==> config.mk <==
export PLATFORM = sky130hd
export DESIGN_NAME = eeprom_ctrl_top
export DESIGN_NICKNAME = d
export VERILOG_FILES = /design/src/source/eeprom_pkg.sv /design/src/source/eeprom_ctrl_top.sv /design/src/source/eeprom_sequencer.sv /design/src/source/i2c_bit_engine.sv
export VERILOG_INCLUDE_DIRS = /design/src /design/src/source
export SDC_FILE = /design/constraint.sdc
export NUM_CORES = 1
export LEC_CHECK = 0
export BUFFER_PORTS_ARGS = -buffer_cell sky130_fd_sc_hd__buf_2
export CAP_MARGIN = 0
export CORE_MARGIN = 2
export CORE_UTILIZATION = 45
export CTS_BUF_LIST = sky130_fd_sc_hd__clkbuf_4
export DETAILED_ROUTE_END_ITERATION = 8
export SLEW_MARGIN = 15
export SYNTH_ARGS = -nofsm -noshare
export SYNTH_HDL_FRONTEND = slang
export SYNTH_SLANG_ARGS = --single-unit
==> constraint.sdc <==
create_clock -name CLK -period 3.3 [get_ports CLK]
set_clock_uncertainty 0.05 [all_clocks]
set_input_delay 0.66 -clock CLK [delete_from_list [all_inputs] [get_ports CLK]]
set_output_delay 0.66 -clock CLK [all_outputs]
set_load 0.005 [all_outputs]
==> src/source/eeprom_consts.svh <==
`ifndef EEPROM_CONSTS_SVH
`define EEPROM_CONSTS_SVH

// 2K x 8 array, so 11 address bits
`define EEPROM_ADDR_W 11
`define EEPROM_DATA_W 8

// fixed device code, top nibble of every control byte
`define EEPROM_DEV_CODE 4'b1010

// CLK cycles per SCL half period
// any value of 2 or more works, the engine moves SDA one cycle after SCL falls
`define EEPROM_SCL_HALF 4

`endif
==> src/source/eeprom_pkg.sv <==
`include "eeprom_consts.svh"

package eeprom_pkg;

    // user request as captured by the sequencer
    typedef struct packed {
        logic                      wr;     // 1 write, 0 random read
        logic [`EEPROM_ADDR_W-1:0] addr;
        logic [`EEPROM_DATA_W-1:0] data;
    } eeprom_req_t;

    // result handed back with ack
    typedef struct packed {
        logic [`EEPROM_DATA_W-1:0] data;
        logic                      nack;   // slave refused a byte
    } eeprom_rsp_t;

    typedef enum logic [1:0] {
        CMD_START,
        CMD_STOP,
        CMD_WRITE,
        CMD_READ
    } i2c_cmd_e;

    // one bit-engine operation
    typedef struct packed {
        i2c_cmd_e                  cmd;
        logic [`EEPROM_DATA_W-1:0] data;   // byte to send on CMD_WRITE
        logic                      mack;   // master ack bit after CMD_READ, 1 = NACK
    } i2c_op_t;

    typedef struct packed {
        logic [`EEPROM_DATA_W-1:0] data;   // byte received on CMD_READ
        logic                      ack_bit; // SDA on the 9th clock, 1 = no ack
    } i2c_res_t;

endpackage

==> src/source/eeprom_ctrl_top.sv <==
`timescale 1ns/1ps
`include "eeprom_consts.svh"

module eeprom_ctrl_top
(
    input  logic                      CLK,
    input  logic                      RESET,
    input  logic                      wr,
    input  logic                      rd,
    input  logic [`EEPROM_ADDR_W-1:0] addr,
    input  logic [`EEPROM_DATA_W-1:0] wr_data,
    input  logic                      sda_in,
    output logic                      ack,
    output eeprom_pkg::eeprom_rsp_t   rsp,
    output logic                      scl,
    output logic                      sda_oe
);

    eeprom_pkg::i2c_op_t  op;
    logic                 op_strobe;
    logic                 op_done;
    eeprom_pkg::i2c_res_t res;

    // transaction level
    eeprom_sequencer u_seq
    (
        .CLK       (CLK),
        .RESET     (RESET),
        .wr        (wr),
        .rd        (rd),
        .addr      (addr),
        .wr_data   (wr_data),
        .op_done   (op_done),
        .res       (res),
        .op        (op),
        .op_strobe (op_strobe),
        .ack       (ack),
        .rsp       (rsp)
    );

    // bit level, owns SCL and SDA
    i2c_bit_engine u_bit
    (
        .CLK       (CLK),
        .RESET     (RESET),
        .op        (op),
        .op_strobe (op_strobe),
        .sda_in    (sda_in),
        .op_done   (op_done),
        .res       (res),
        .scl       (scl),
        .sda_oe    (sda_oe)
    );

endmodule

==> src/source/eeprom_sequencer.sv <==
`timescale 1ns/1ps
`include "eeprom_consts.svh"

module eeprom_sequencer
(
    input  logic                      CLK,
    input  logic                      RESET,
    input  logic                      wr,
    input  logic                      rd,
    input  logic [`EEPROM_ADDR_W-1:0] addr,
    input  logic [`EEPROM_DATA_W-1:0] wr_data,
    input  logic                      op_done,
    input  eeprom_pkg::i2c_res_t      res,
    output eeprom_pkg::i2c_op_t       op,
    output logic                      op_strobe,
    output logic                      ack,
    output eeprom_pkg::eeprom_rsp_t   rsp
);

    typedef enum logic [1:0] {
        S_IDLE,
        S_ISSUE,
        S_WAIT
    } state_e;

    // operation list, a write stops after ST_DATA
    typedef enum logic [2:0] {
        ST_START,
        ST_CTRL_W,
        ST_ADDR,
        ST_DATA,
        ST_RSTART,
        ST_CTRL_R,
        ST_READ,
        ST_STOP
    } step_e;

    state_e                    state;
    step_e                     step;
    eeprom_pkg::eeprom_req_t   req;
    logic                      nack_flag;
    logic [`EEPROM_DATA_W-1:0] rd_data;
    logic                      accept;

    assign accept = (state == S_IDLE) && (wr || rd);

    function automatic eeprom_pkg::i2c_op_t build_op(input step_e s,
                                                     input eeprom_pkg::eeprom_req_t r);
        eeprom_pkg::i2c_op_t o;
        o.cmd  = eeprom_pkg::CMD_WRITE;
        o.data = '0;
        o.mack = 1'b0;
        case (s)
            ST_START, ST_RSTART: o.cmd = eeprom_pkg::CMD_START;
            ST_CTRL_W: o.data = {`EEPROM_DEV_CODE, r.addr[`EEPROM_ADDR_W-1:`EEPROM_DATA_W], 1'b0};
            ST_ADDR:   o.data = r.addr[`EEPROM_DATA_W-1:0];
            ST_DATA:   o.data = r.data;
            ST_CTRL_R: o.data = {`EEPROM_DEV_CODE, r.addr[`EEPROM_ADDR_W-1:`EEPROM_DATA_W], 1'b1};
            ST_READ:
            begin
                o.cmd  = eeprom_pkg::CMD_READ;
                o.mack = 1'b1;   // single byte, so NACK it
            end
            default:   o.cmd = eeprom_pkg::CMD_STOP;
        endcase
        return o;
    endfunction

    // step after a byte the slave acknowledged
    function automatic step_e next_byte_step(input step_e s, input logic is_wr);
        case (s)
            ST_CTRL_W: return ST_ADDR;
            ST_ADDR:   return is_wr ? ST_DATA : ST_RSTART;
            ST_CTRL_R: return ST_READ;
            default:   return ST_STOP;
        endcase
    endfunction

    always_ff @(posedge CLK)
    begin
        if (RESET)
        begin
            state     <= S_IDLE;
            step      <= ST_START;
            op_strobe <= 1'b0;
            ack       <= 1'b0;
            nack_flag <= 1'b0;
        end
        else
        begin
            op_strobe <= 1'b0;
            ack       <= 1'b0;
            case (state)
                S_IDLE:
                begin
                    if (accept)
                    begin
                        nack_flag <= 1'b0;
                        step      <= ST_START;
                        state     <= S_ISSUE;
                    end
                end
                S_ISSUE:
                begin
                    op_strobe <= 1'b1;   // op is loaded in the same cycle
                    state     <= S_WAIT;
                end
                S_WAIT:
                begin
                    if (op_done)
                    begin
                        state <= S_ISSUE;
                        case (step)
                            ST_START:  step <= ST_CTRL_W;
                            ST_RSTART: step <= ST_CTRL_R;
                            ST_READ:   step <= ST_STOP;
                            ST_STOP:
                            begin
                                ack   <= 1'b1;
                                state <= S_IDLE;
                            end
                            default:
                            begin
                                if (res.ack_bit)
                                begin
                                    // slave refused, abort to stop
                                    nack_flag <= 1'b1;
                                    step      <= ST_STOP;
                                end
                                else
                                    step <= next_byte_step(step, req.wr);
                            end
                        endcase
                    end
                end
                default: state <= S_IDLE;
            endcase
        end
    end

    always_ff @(posedge CLK)
    begin
        if (accept)
        begin
            req     <= '{wr: wr, addr: addr, data: wr_data};   // wr wins over rd
            rd_data <= '0;
        end
        if (state == S_ISSUE)
            op <= build_op(step, req);
        if (state == S_WAIT && op_done && step == ST_READ)
            rd_data <= res.data;
        if (state == S_WAIT && op_done && step == ST_STOP)
            rsp <= '{data: rd_data, nack: nack_flag};
    end

endmodule

==> src/source/i2c_bit_engine.sv <==
`timescale 1ns/1ps
`include "eeprom_consts.svh"

module i2c_bit_engine
(
    input  logic                 CLK,
    input  logic                 RESET,
    input  eeprom_pkg::i2c_op_t  op,
    input  logic                 op_strobe,
    input  logic                 sda_in,
    output logic                 op_done,
    output eeprom_pkg::i2c_res_t res,
    output logic                 scl,
    output logic                 sda_oe
);

    localparam int HALF = `EEPROM_SCL_HALF;
    localparam int CNT_W = $clog2(HALF);
    localparam logic [4:0] LAST_BYTE = 5'd17;   // 9 clocks, low and high each
    localparam logic [4:0] LAST_COND = 5'd2;    // low, high, high

    eeprom_pkg::i2c_cmd_e      cmd;
    logic                      busy;
    logic [CNT_W-1:0]          half_cnt;        // cycles inside the half period
    logic [4:0]                half_idx;        // half periods inside the operation
    logic [3:0]                bit_cnt;
    logic [`EEPROM_DATA_W-1:0] shreg;
    logic                      mack;
    logic                      is_cond;
    logic                      half_end;
    logic                      last_half;
    logic                      low_first;
    logic [4:0]                last_idx;
    logic                      low_sda;

    assign bit_cnt   = half_idx[4:1];           // each bit is a low/high pair
    assign is_cond   = (cmd == eeprom_pkg::CMD_START) || (cmd == eeprom_pkg::CMD_STOP);
    assign last_idx  = is_cond ? LAST_COND : LAST_BYTE;
    assign half_end  = (half_cnt == CNT_W'(HALF - 1));
    assign last_half = (half_idx == last_idx);
    assign low_first = !scl && (half_cnt == '0);

    // SDA pull-low wanted during the current low phase
    always_comb
    begin
        case (cmd)
            eeprom_pkg::CMD_START: low_sda = 1'b0;   // release before a repeated start
            eeprom_pkg::CMD_STOP:  low_sda = 1'b1;
            eeprom_pkg::CMD_WRITE: low_sda = (bit_cnt == 4'd8) ? 1'b0 : ~shreg[`EEPROM_DATA_W-1];
            default:               low_sda = (bit_cnt == 4'd8) ? ~mack : 1'b0;
        endcase
    end

    always_ff @(posedge CLK)
    begin
        if (RESET)
        begin
            busy     <= 1'b0;
            scl      <= 1'b1;
            sda_oe   <= 1'b0;
            op_done  <= 1'b0;
            half_cnt <= '0;
            half_idx <= '0;
        end
        else
        begin
            op_done <= 1'b0;
            if (!busy)
            begin
                if (op_strobe)
                begin
                    busy     <= 1'b1;
                    scl      <= 1'b0;   // every operation opens with SCL low
                    half_cnt <= '0;
                    half_idx <= '0;
                end
            end
            else if (half_end)
            begin
                half_cnt <= '0;
                if (last_half)
                begin
                    busy    <= 1'b0;
                    op_done <= 1'b1;
                end
                else
                begin
                    half_idx <= half_idx + 5'd1;
                    scl      <= is_cond ? 1'b1 : ~scl;
                    // start and stop conditions, SCL already high here
                    if (is_cond && half_idx == 5'd1)
                        sda_oe <= (cmd == eeprom_pkg::CMD_START);
                end
            end
            else
            begin
                half_cnt <= half_cnt + 1'b1;
                if (low_first)
                    sda_oe <= low_sda;   // one cycle after SCL fell
            end
        end
    end

    always_ff @(posedge CLK)
    begin
        if (!busy && op_strobe)
        begin
            cmd   <= op.cmd;
            shreg <= op.data;
            mack  <= op.mack;
        end
        else if (busy)
        begin
            // msb out on SCL low
            if (cmd == eeprom_pkg::CMD_WRITE && low_first && bit_cnt < 4'd8)
                shreg <= {shreg[`EEPROM_DATA_W-2:0], 1'b0};
            // sample at the end of the high phase
            if (cmd == eeprom_pkg::CMD_READ && scl && half_end && bit_cnt < 4'd8)
                shreg <= {shreg[`EEPROM_DATA_W-2:0], sda_in};
            if (half_end && last_half)
                res <= '{data: shreg, ack_bit: sda_in};
        end
    end

endmodule

## Yosys cells after proc, flatten, opt, wreduce, memory -nomap -nowiden

Index checks and enable logic that the tools add are counted.

| operators by class | value |
|---|---|
| add/sub/neg operators | 2 |
| order comparisons | 1 |
| equality and inequality tests | 25 |
| multiplexer cells | 52 |
| bitwise logic cells | 8 |
| reductions and logical operators | 39 |

Operators with widths:

| kind | number |
|---|---|
| $mux 8 | 6 |
| $pmux 8 s4 | 1 |
| $mux 5 | 5 |
| $mux 1 | 24 |
| $logic_and 1x1->1 | 13 |
| $eq 3x3->1 const B | 4 |
| $mux 3 | 4 |
| $ne 2x2->1 const B | 6 |
| $pmux 2 s3 | 2 |
| $pmux 3 s4 | 1 |
| $mux 2 | 5 |
| $reduce_bool 2->1 | 5 |
| $pmux 3 s3 | 1 |
| $eq 2x2->1 const B | 4 |
| $not 1->1 | 8 |
| $reduce_and 4->1 | 2 |
| $reduce_or 4->1 | 2 |
| $eq 3x2->1 const B | 2 |
| $logic_not 2->1 | 3 |
| $ne 2x1->1 const B | 3 |
| $pmux 3 s2 | 1 |
| $reduce_and 3->1 | 2 |
| $reduce_or 3->1 | 2 |
| $add 5x1->5 const B | 1 |
| 16 further kinds | 20 |

| word-level totals | value |
|---|---|
| bits in registers | 87 |
| input port bits | 24 |
| output and inout port bits | 12 |
| logic and storage cells | 152 |

## Logic depth before layout (Yosys ltp)

Gate-level depths: netlist (run 1).

| depth | value |
|---|---|
| depth after elaboration | 8 |
| gate-level depth with buffers | 7 |
| mapped depth without buffers | 6 |

## Cells and area by module

A second synthesis (run 1) with hierarchy kept.

| second synthesis, totals | value |
|---|---|
| cells, all modules | 245 |
| area total of the unflattened synthesis | 3472.1 µm² |

By module, submodules not included:

| module | times used | cells each | area each (µm²) | seq. area each (µm²) |
|---|---|---|---|---|
| eeprom_sequencer | 1 | 136 | 2093.3 | 1601.5 |
| i2c_bit_engine | 1 | 109 | 1378.8 | 820.8 |

## Worst setup path before layout (run 1)

OpenSTA, ideal clock, no wires.

| timing path | value |
|---|---|
| kind | input-to-reg |
| from | input rd |
| to | register u_seq.rd_data[0] (enable) |
| library setup time | 0.327 ns |
| data arrival time | 2.583 ns |
| required time | 2.923 ns |
| slack | 0.340 ns |
| cell stages on the path | 3 |
| path buffers | 0 |
| cells stage by stage | nor2_1 -> nor3_1 -> a21o_1 |

| on the way | value |
|---|---|
| longest elaborated chain between the ends | 3 |

RTL lines:

| what | line | RTL |
|---|---|---|
| start, declared | eeprom_ctrl_top.sv:9 | `input logic rd,` |
| $logic_or 1x1->1 | eeprom_sequencer.sv:45 | `assign accept = (state == S_IDLE) && (wr \|\| rd);` |
| $logic_and 1x1->1 | eeprom_sequencer.sv:45 |  |
| via u_seq.accept | eeprom_sequencer.sv:43 | `logic accept;` |
| $reduce_bool 2->1 (no source line) | n/a |  |
| end signal, assigned | eeprom_sequencer.sv:151 | `rd_data <= res.data;` |
| end, declared | eeprom_sequencer.sv:42 | `` logic [`EEPROM_DATA_W-1:0] rd_data; `` |

The timed path passes the listed nets, and every way through them passes these cells.
A chain may end at the register's enable or synchronous reset.

## Worst setup path after layout (run 1)

| timing path | value |
|---|---|
| from | register u_seq.step[1] |
| to | register, netlist name u_seq.rsp[0] |

| on the way | value |
|---|---|
| longest elaborated chain between the ends | 2 |

RTL lines:

| what | line | RTL |
|---|---|---|
| start, declared | eeprom_sequencer.sv:39 | `step_e step;` |
| start signal, assigned | eeprom_sequencer.sv:131 | `step <= next_byte_step(step, req.wr);` |
| $eq 3x3->1 | eeprom_sequencer.sv:152 | `if (state == S_WAIT && op_done && step == ST_STOP)` |
| $logic_and 1x1->1 | eeprom_sequencer.sv:152 |  |

Every way passes these cells.

==> results of run 1 <==
==> sequential cells by signal (all words and copies together) (netlist names), 2 cells and up <==
register	count
u_seq.rd_data	8
u_seq.state	2
u_bit.cmd	2
u_seq.req	20
u_bit.shreg	8
u_bit.res	9
u_seq.op	11
u_seq.step	3
u_seq.rsp	9
u_bit.half_idx	5
u_bit.half_cnt	2
==> worst reg2reg max path: stages (launching register included) <==
cell	delay, ns
dfxtp_1	0.64
and2_1	0.26
nand2_1	0.10
nor2_1	0.63
==> layout by cell type, fill, tap and decap left out, drive strengths merged, types with 2 or more instances in the layout <==
cell and instances:
a211oi 3, a21oi 8, a22o 6, a31oi 3, and2 5, and3 12
buf 38, clkbuf 9, clkinv 3, dfxtp 19, edfxtp 68, ha 4
inv 18, mux2i 4, nand2 34, nand2b 3, nand4 3, nor2 17
nor2b 2, nor3 9, nor3b 3, nor4b 2, o21ai 12, o41ai 2
xor2 3
==> metrics by stage <==
stage	utilization [%]	hold WS (ns)	cell area, µm²
after floorplan	-	0.3503	3461
after global placement	50.98	0.3511	3737
after detailed placement	50.98	0.3552	3737
after CTS	52.96	0.3271	3882
after global routing	52.96	0.3199	3882
final	52.96	0.3455	3882
==> worst max path at each step <==
stage,start,to,slack (ns),depth (start not counted)
2_1_floorplan,rd,u_seq.rd_data[0],0.34,3
3_3_place_gp,u_seq.step[1],u_seq.rsp[3],1.32,3
3_5_place_dp,u_seq.step[1],u_seq.rsp[3],1.27,3
4_1_cts,u_seq.step[1],u_seq.rsp[0],1.26,3
5_1_grt,u_seq.step[1],u_seq.rsp[0],1.09,3
6_report,u_seq.step[1],u_seq.rsp[0],1.27,3
==> report_power, final <==
group	switching, µW	internal, µW	total [µW]	leakage [µW]
clock network	375	241	615	0.0000826
logic	70.3	37.0	107	0.000596
registers	27.9	1260	1290	0.000802
==> routing by layer <==
layer  wire (µm)  global-route usage [%]  vias to the layer above
met5           0                       0                        -
met2        2514                   22.61                       53
met1        2546                   18.06                      946
met4          81                   6.716                        0
met3         255                   3.040                        9
li1            -                       -                     1046
==> cell families after synthesis <==
logic type	after synthesis	synth area share [%]
fa+ha+maj	4	1.446
buf+inv	26	3.073
mux	4	1.157
compound gates	40	7.737
xor+xnor	3	0.7594
flops	87	69.99
simple gates	101	15.83
==> final cells by class <==
type / count / area [µm²] / share of cell area (%)
inverter: 15 / 56.30 / 1.450
multi-input combinational: 152 / 937.1 / 24.14
sequential: 87 / 2422 / 62.39
clock buffer: 9 / 67.56 / 1.740
clock inverter: 7 / 77.57 / 1.998
tap: 99 / 123.9 / 3.190
timing repair buffer: 38 / 197.7 / 5.092
==> impl_metrics.tcl, run 1 <==
set metrics [dict create \
    area_growth_pct 12.18 \
    yosysSeqAreaShare_pct 69.99 \
    start_util_pct 47.21 \
    rr_worst_depth 3 \
    setup_viol 0 \
    final_max_slew_viol_count 0 \
    async_reset_ff_share_pct 0 \
    crit_arrival_ns 2.04 \
    num_rows 31 \
    die_area_mm2 0.008408 \
    final_layout_size_suffix_gt1_share_pct 19.81 \
    htree_levels 3 \
    period_minus_slack_ns 2.028 \
    synth_area_leaders "edfxtp_1 59%, dfxtp_1 11%, nand2_1 3.7%" \
    grt_pass1_wl_mm 9.108 \
    irDropWorstVdd_mv 0.3314 \
    hold_path_class "in -> reg" \
    drv_cap 0 \
    clock_sinks 87 \
    fin_nets 331 \
    port-buffer-count 35 \
    avgSynthCellArea_um2 13.06 \
    cp_slowest_cell "dfxtp_1" \
    dr_total_vias 2054 \
    drt_first_pass_iters 4 \
    r2r-end "u_seq.rsp[0]" \
    start_kind "flip-flop" \
    synth_ff_type "edfxtp_1" \
    dp_hpwl_mm 3.807 \
    period_share_pct 61.46 \
    rsz0062_at_grt "false" \
    io_pins 36 \
    crit_type "reg -> reg" \
    max_freq_mhz 493.0 \
    dp.cells 391 \
    grt_pass1_vias 1949 \
    finalHoldViolCount 0 \
    routabilityCongestion 0.7553 \
    critPathMaxStageDelay_ns 0.64 \
    path_buf_inv 0 \
    dp_slack_ns 1.274 \
    fin_ws_ns 1.272 \
    numCtsBuffers 9 \
    path_cells "and2_1, nand2_1, nor2_1" \
    grt_use_total_pct 14.01 \
    detail_route.wl_per_cell_um 13.26 \
    finalPower_uw 2014 \
    synth_seq_cells 87 \
    post_cts_buffers 0 \
    r2r_start "u_seq.step[1]" \
    slew_headroom_pct 47.15 \
    viasPerCell 5.047 \
    die_y_um 91.70 \
    netlist_instances 265 \
    ys_types 46 \
    required_ns 3.31 \
    min_delay_path_depth 1 \
    cp_max_fo 18 \
    drc_errors 0 \
    cts_tree "yes" \
    synth_fp_nets 293 \
    die_x_um 91.70 \
    ctsHoldBuffers 0 \
    p_leak_uw 0.001481 \
    grt_max_degree 21 \
    grt_overflow 0 \
    root_buffer "clkbuf_4" \
    antenna_found_initial 0 \
    ys_warn_count 0 \
    outcome "finished clean" \
    synthesis.area_mm2 0.003461 \
    ant_nets 0 \
    clockBufferDepth 2 \
    drt_wl_total_mm 5.398 \
    n_antenna_cell 0 \
    end_kind "flip-flop" \
    hold_end "u_seq.req[2]" \
    synthTopCellsByCount "68 x edfxtp_1, 34 x nand2_1, 19 x dfxtp_1, 17 x nor2_1, 15 x inv_1" \
    cts.repair.resized 0 \
    synth-edff-count 68 \
    core_region_area_mm2 0.007331 \
    clkTransAtPathRegs_ns 0.14 \
    crit_family "simple AND/OR/NAND/NOR gates" \
    yosysMostFrequentCell "edfxtp_1" \
    hp-start "wr_data[2]" \
    drtIter0Drc 96 \
    r2r_slack_ns 1.27 \
    synth_top_area_cell "edfxtp_1" \
    finalSetupTns_ns 0 \
    finalNonFillerCells 407 \
    clk_latency_ns 0.42 \
    synth.top_cell.area_share_pct 59.00 \
    p_per_area_mw_per_mm2 518.7 \
    n_fill_cell 646 \
    worstMarginPinSlew_ns 0.7898 \
]
No activity file was read; power rests on OpenSTA's default activity.
==> run 2: changes to the inputs <==
PLACE_DENSITY = 0.66   (was not set)
clock period = 1.7 ns   (was 3.3 ns; I/O delays follow)
==> run 2 against run 1 <==
Effect of this change: fmax increased by 22%; clock power increased by 85%; critical endpoint is now u_bit.res[8]; register-to-register slack got worse by 1.2 ns; sequential power increased by 95%; clock-buffer cell count unchanged; wire length increased by 3.5%; cell count increased by 3.4%; largest cell class unchanged; total power increased by 92%; first-iteration DRC count decreased by 3.1%; setup slack got worse by 1.2 ns; critical path depth increased by 1; largest power group unchanged.
==> impl_metrics.tcl, run 2 (synthesized netlist as in run 1, its figures left out) <==
set metrics [dict create \
    outcome "finished clean" \
    viasPerCell 5.059 \
    drt_first_pass_iters 4 \
    largest_reg_flops 20 \
    drv_cap 0 \
    worstMarginPinSlew_ns 0.6478 \
    detail_route.wl_per_cell_um 13.27 \
    final_max_slew_viol_count 0 \
    start_util_pct 47.21 \
    end_kind "flip-flop" \
    period_minus_slack_ns 1.665 \
    cp_max_fo 10 \
    routabilityCongestion 0.7750 \
    die_area_mm2 0.008408 \
    irDropWorstVdd_mv 0.5278 \
    dp.cells 403 \
    die_x_um 91.70 \
    ant_nets 0 \
    max_freq_mhz 600.7 \
    area_growth_pct 16.05 \
    min_delay_path_depth 1 \
    final_common_cell "edfxtp_1" \
    slew_headroom_pct 56.72 \
    reg.largest.list "u_seq.req: 20 flops, u_seq.op: 11 flops" \
    top_register "u_seq.req" \
    antenna_found_initial 0 \
    hold_path_class "in -> reg" \
    clockBufferDepth 2 \
    dp_hpwl_mm 4.009 \
    htree_levels 3 \
    grt_max_degree 23 \
    core_region_area_mm2 0.007331 \
    io_pins 36 \
    n_antenna_cell 0 \
    p_leak_uw 0.001549 \
    finalHoldViolCount 0 \
    crit_arrival_ns 1.78 \
    post_cts_buffers 0 \
    dr_total_vias 2130 \
    drt_wl_total_mm 5.586 \
    grt_use_total_pct 14.45 \
    clock_sinks 87 \
    root_buffer "clkbuf_4" \
    drc_errors 0 \
    num_rows 31 \
    port-buffer-count 35 \
    rr_worst_depth 4 \
    numCtsBuffers 9 \
    finalPower_uw 3877 \
    grt_overflow 0 \
    finalNonFillerCells 421 \
    drtIter0Drc 93 \
    clkTransAtPathRegs_ns 0.14 \
    grt_pass1_vias 2079 \
    crit_type "reg -> reg" \
    p_per_area_mw_per_mm2 965.2 \
    setup_viol 0 \
    final_cell_mix "68 x edfxtp_1, 35 x buf_2, 34 x nand2_1" \
    required_ns 1.81 \
    die_y_um 91.70 \
    clk_latency_ns 0.43 \
    final_layout_size_suffix_gt1_share_pct 23.29 \
    grt_pass1_wl_mm 9.432 \
    start_kind "flip-flop" \
    period_share_pct 97.93 \
    cts_tree "yes" \
    fin_nets 345 \
]
==> run 2: cell types whose count changed in the layout (fill, tap and decap cells not counted), sizes merged <==
cell         previous run  this run
buf                    38        50
dlygate4sd3             0         2
clkinvlp                0         2
inv                    18        16
==> run 2: area by class of cell <==
| type | instances | area, µm² |
|---|---|---|
| Fill cell | 640 | 3314 |
| Tap cell | 99 | 123.9 |
| Sequential cell | 87 | 2424 |
| Clock buffer | 9 | 67.56 |
| Clock inverter | 7 | 71.32 |
| Timing Repair Buffer | 52 | 320.3 |
| Inverter | 15 | 56.30 |
| Multi-Input combinational cell | 152 | 953.4 |
==> run 2: final timing paths <==
kind | start | endpoint | slack, ns
max | u_bit.cmd[1] | u_bit.res[8] | 0.04
min | wr_data[1] | u_seq.req[1] | 0.03
max reg2reg | u_bit.cmd[1] | u_bit.res[8] | 0.04
min reg2reg | u_seq.op[10] | u_bit.cmd[1] | 0.37
==> run 2: per-layer routing <==
| metal | vias to the layer above | global-route usage, % | wire, µm |
|---|---|---|---|
| li1 | 1075 | - | - |
| met1 | 981 | 17.58 | 2381 |
| met2 | 63 | 24.39 | 2795 |
| met3 | 11 | 2.958 | 281 |
| met4 | 0 | 7.463 | 127 |
| met5 | - | 0 | 0 |
==> run 2: what timing repair did <==
item                       in CTS  in global routing
setup endpoints to repair       1                  1
hold buffers                    0                  2
resized for setup               1                  1
hold endpoints to repair        0                  2
==> run 2: stage by stage <==
step / TNS (ns) / util, % / setup WS (ns) / cell area, µm² / hold WS [ns]
global placement: 0 / 52.50 / 0.07879 / 3849 / 0.3522
floorplan: 0 / - / 0.03873 / 3475 / 0.3503
detailed placement: 0 / 52.50 / 0.008173 / 3849 / 0.3545
finish: 0 / 54.79 / 0.03516 / 4016 / 0.02940
global route: -0.1646 / 54.79 / -0.02322 / 4016 / 0.0006710
CTS: 0 / 54.41 / 0.03484 / 3989 / 0.002711
==> run 2: worst max-delay path, stage by stage (launching register included) <==
cell and delay (ns):
edfxtp_1 0.48, nor4b_2 0.39, nor2_1 0.15, nor2_2 0.18, buf_12 0.15
==> run 2: where the power goes <==
group / internal, µW / leakage (µW) / switching, µW / total, µW
registers: 2450 / 0.000803 / 55.0 / 2510
logic: 86.4 / 0.000676 / 141 / 227
clock network: 448 / 0.0000700 / 694 / 1140
total: 2990 / 0.00155 / 890 / 3880
==> run 3: changes to the inputs <==
CTS_BUF_LIST = not set   (was sky130_fd_sc_hd__clkbuf_4)
==> run 3 against run 2 <==
Effect of this change: core utilization rose by 0.48 points; die area did not move; final area rose by 0.87%; critical path type unchanged; critical path depth did not move; register-to-register slack barely moved; cell count fell by 0.48%; non-clock buffer count fell by 2; first-iteration DRC count fell by 19%; via count fell by 1.1%; hold slack improved by 0.081 ns; flip-flop and latch count did not move.
==> impl_metrics.tcl, run 3 (synthesized netlist as in run 1, its figures left out) <==
set metrics [dict create \
    largest_reg_flops 20 \
    die_x_um 91.70 \
    detail_route.wl_per_cell_um 13.47 \
    r2r-end "u_bit.res[7]" \
    max_freq_mhz 602.6 \
    dp_hpwl_mm 4.009 \
    grt_overflow 0 \
    rr_worst_depth 4 \
    drt_first_pass_iters 4 \
    critPathMaxStageDelay_ns 0.46 \
    routabilityCongestion 0.7750 \
    reg.largest.list "u_seq.req: 20 flops, u_seq.op: 11 flops" \
    fin_ws_ns 0.04065 \
    post_cts_buffers 0 \
    p_leak_uw 0.001563 \
    n_antenna_cell 0 \
    clockBufferDepth 2 \
    clock_sinks 87 \
    numCtsBuffers 9 \
    die_area_mm2 0.008408 \
    grt_pass1_wl_mm 9.742 \
    grt_pass1_vias 2125 \
    outcome "finished clean" \
    clkTransAtPathRegs_ns 0.09 \
    final_cell_mix "68 x edfxtp_1, 35 x buf_2, 34 x nand2_1" \
    path_cells "nor4b_2, nor2_1, nor2_2, buf_12" \
    top_register "u_seq.req" \
    io_pins 36 \
    drt_wl_total_mm 5.643 \
    crit_family "simple AND/OR/NAND/NOR gates" \
    path_buf_inv 1 \
    rsz0062_at_grt "true" \
    r2r_start "u_bit.cmd[1]" \
    viasPerCell 5.029 \
    slew_headroom_pct 54.95 \
    cp_slowest_cell "edfxtp_1" \
    final_common_cell "edfxtp_1" \
    final_layout_size_suffix_gt1_share_pct 23.13 \
    start_kind "flip-flop" \
    cts_tree "yes" \
    clk_latency_ns 0.35 \
    hold_path_class "in -> reg" \
    final_max_slew_viol_count 0 \
    hp-start "addr[8]" \
    htree_levels 3 \
    r2r_slack_ns 0.04 \
    fin_nets 343 \
    grt_use_total_pct 14.79 \
    ctsHoldBuffers 0 \
    dp_slack_ns 0.008173 \
    crit_arrival_ns 1.68 \
    start_util_pct 47.21 \
    wl_met1_mm 2.400 \
    n_fill_cell 636 \
    setup_viol 0 \
    grt_max_degree 23 \
    period_minus_slack_ns 1.659 \
    drtIter0Drc 75 \
    hold_end "u_seq.req[16]" \
    antenna_found_initial 0 \
    fin_util_pct 55.27 \
    num_rows 31 \
    finalHoldViolCount 0 \
    cts.repair.resized 1 \
    wl_met3_um 309 \
    worstMarginPinSlew_ns 0.6743 \
    period_share_pct 97.61 \
    area_growth_pct 17.06 \
    drv_cap 0 \
    min_delay_path_depth 1 \
    core_region_area_mm2 0.007331 \
    crit_type "reg -> reg" \
    port-buffer-count 35 \
    irDropWorstVdd_mv 0.5928 \
    cp_max_fo 10 \
    p_per_area_mw_per_mm2 1021 \
    dr.max_layer_used "met4" \
    ant_nets 0 \
    drc_errors 0 \
    root_buffer "clkbuf_8" \
    die_y_um 91.70 \
    wl_met2_mm 2.849 \
    end_kind "flip-flop" \
    dr_total_vias 2107 \
    required_ns 1.72 \
]
[run 3: worst max path at each step]
| stage | from | to | slack, ns | cells past startpoint |
|---|---|---|---|---|
| global placement | u_bit.half_idx[0] | u_bit.sda_oe | 0.08 | 5 |
| floorplan | u_seq.state[1] | u_seq.rd_data[0] | 0.04 | 2 |
| detailed placement | u_bit.half_idx[0] | u_bit.sda_oe | 0.008 | 5 |
| global route | u_bit.cmd[1] | u_bit.res[7] | -0.02 | 4 |
| finish | u_bit.cmd[1] | u_bit.res[7] | 0.04 | 4 |
| CTS | u_bit.half_idx[0] | u_bit.sda_oe | 0.08 | 5 |
[run 3: where the power goes]
group	internal (µW)	switching [µW]
Clock	679	727
Combinational	83.8	140
Sequential	2450	54.5
[run 3: stage by stage]
stage                     cell area [µm²]  cells  power, µW  hold WS [ns]  setup TNS, ns
final                                4051    419       4137        0.1101              0
after global routing                 4051    419       4318       0.08640        -0.1106
after CTS                            4051    419       4177       0.09703              0
after detailed placement             3849    403       2784        0.3545              0
after global placement               3849    403       2775        0.3522              0
after floorplan                      3475    265       2684        0.3503              0
[run 3: layout make-up]
cell class                 instances  area [µm²]  share of cell area (%)
inverter                          15       56.30                   1.390
sequential                        87        2422                   59.79
clock inverter                     7       71.32                   1.760
timing repair buffer              50       300.3                   7.412
tap                               99       123.9                   3.057
multi-input combinational        152       953.4                   23.53
clock buffer                       9       123.9                   3.057
[run 3: layer usage]
metal / up-vias / track usage, %
met5: - / 0
met4: 0 / 5.970
met3: 9 / 3.944
met2: 58 / 25.18
met1: 975 / 17.91
li1: 1065 / -
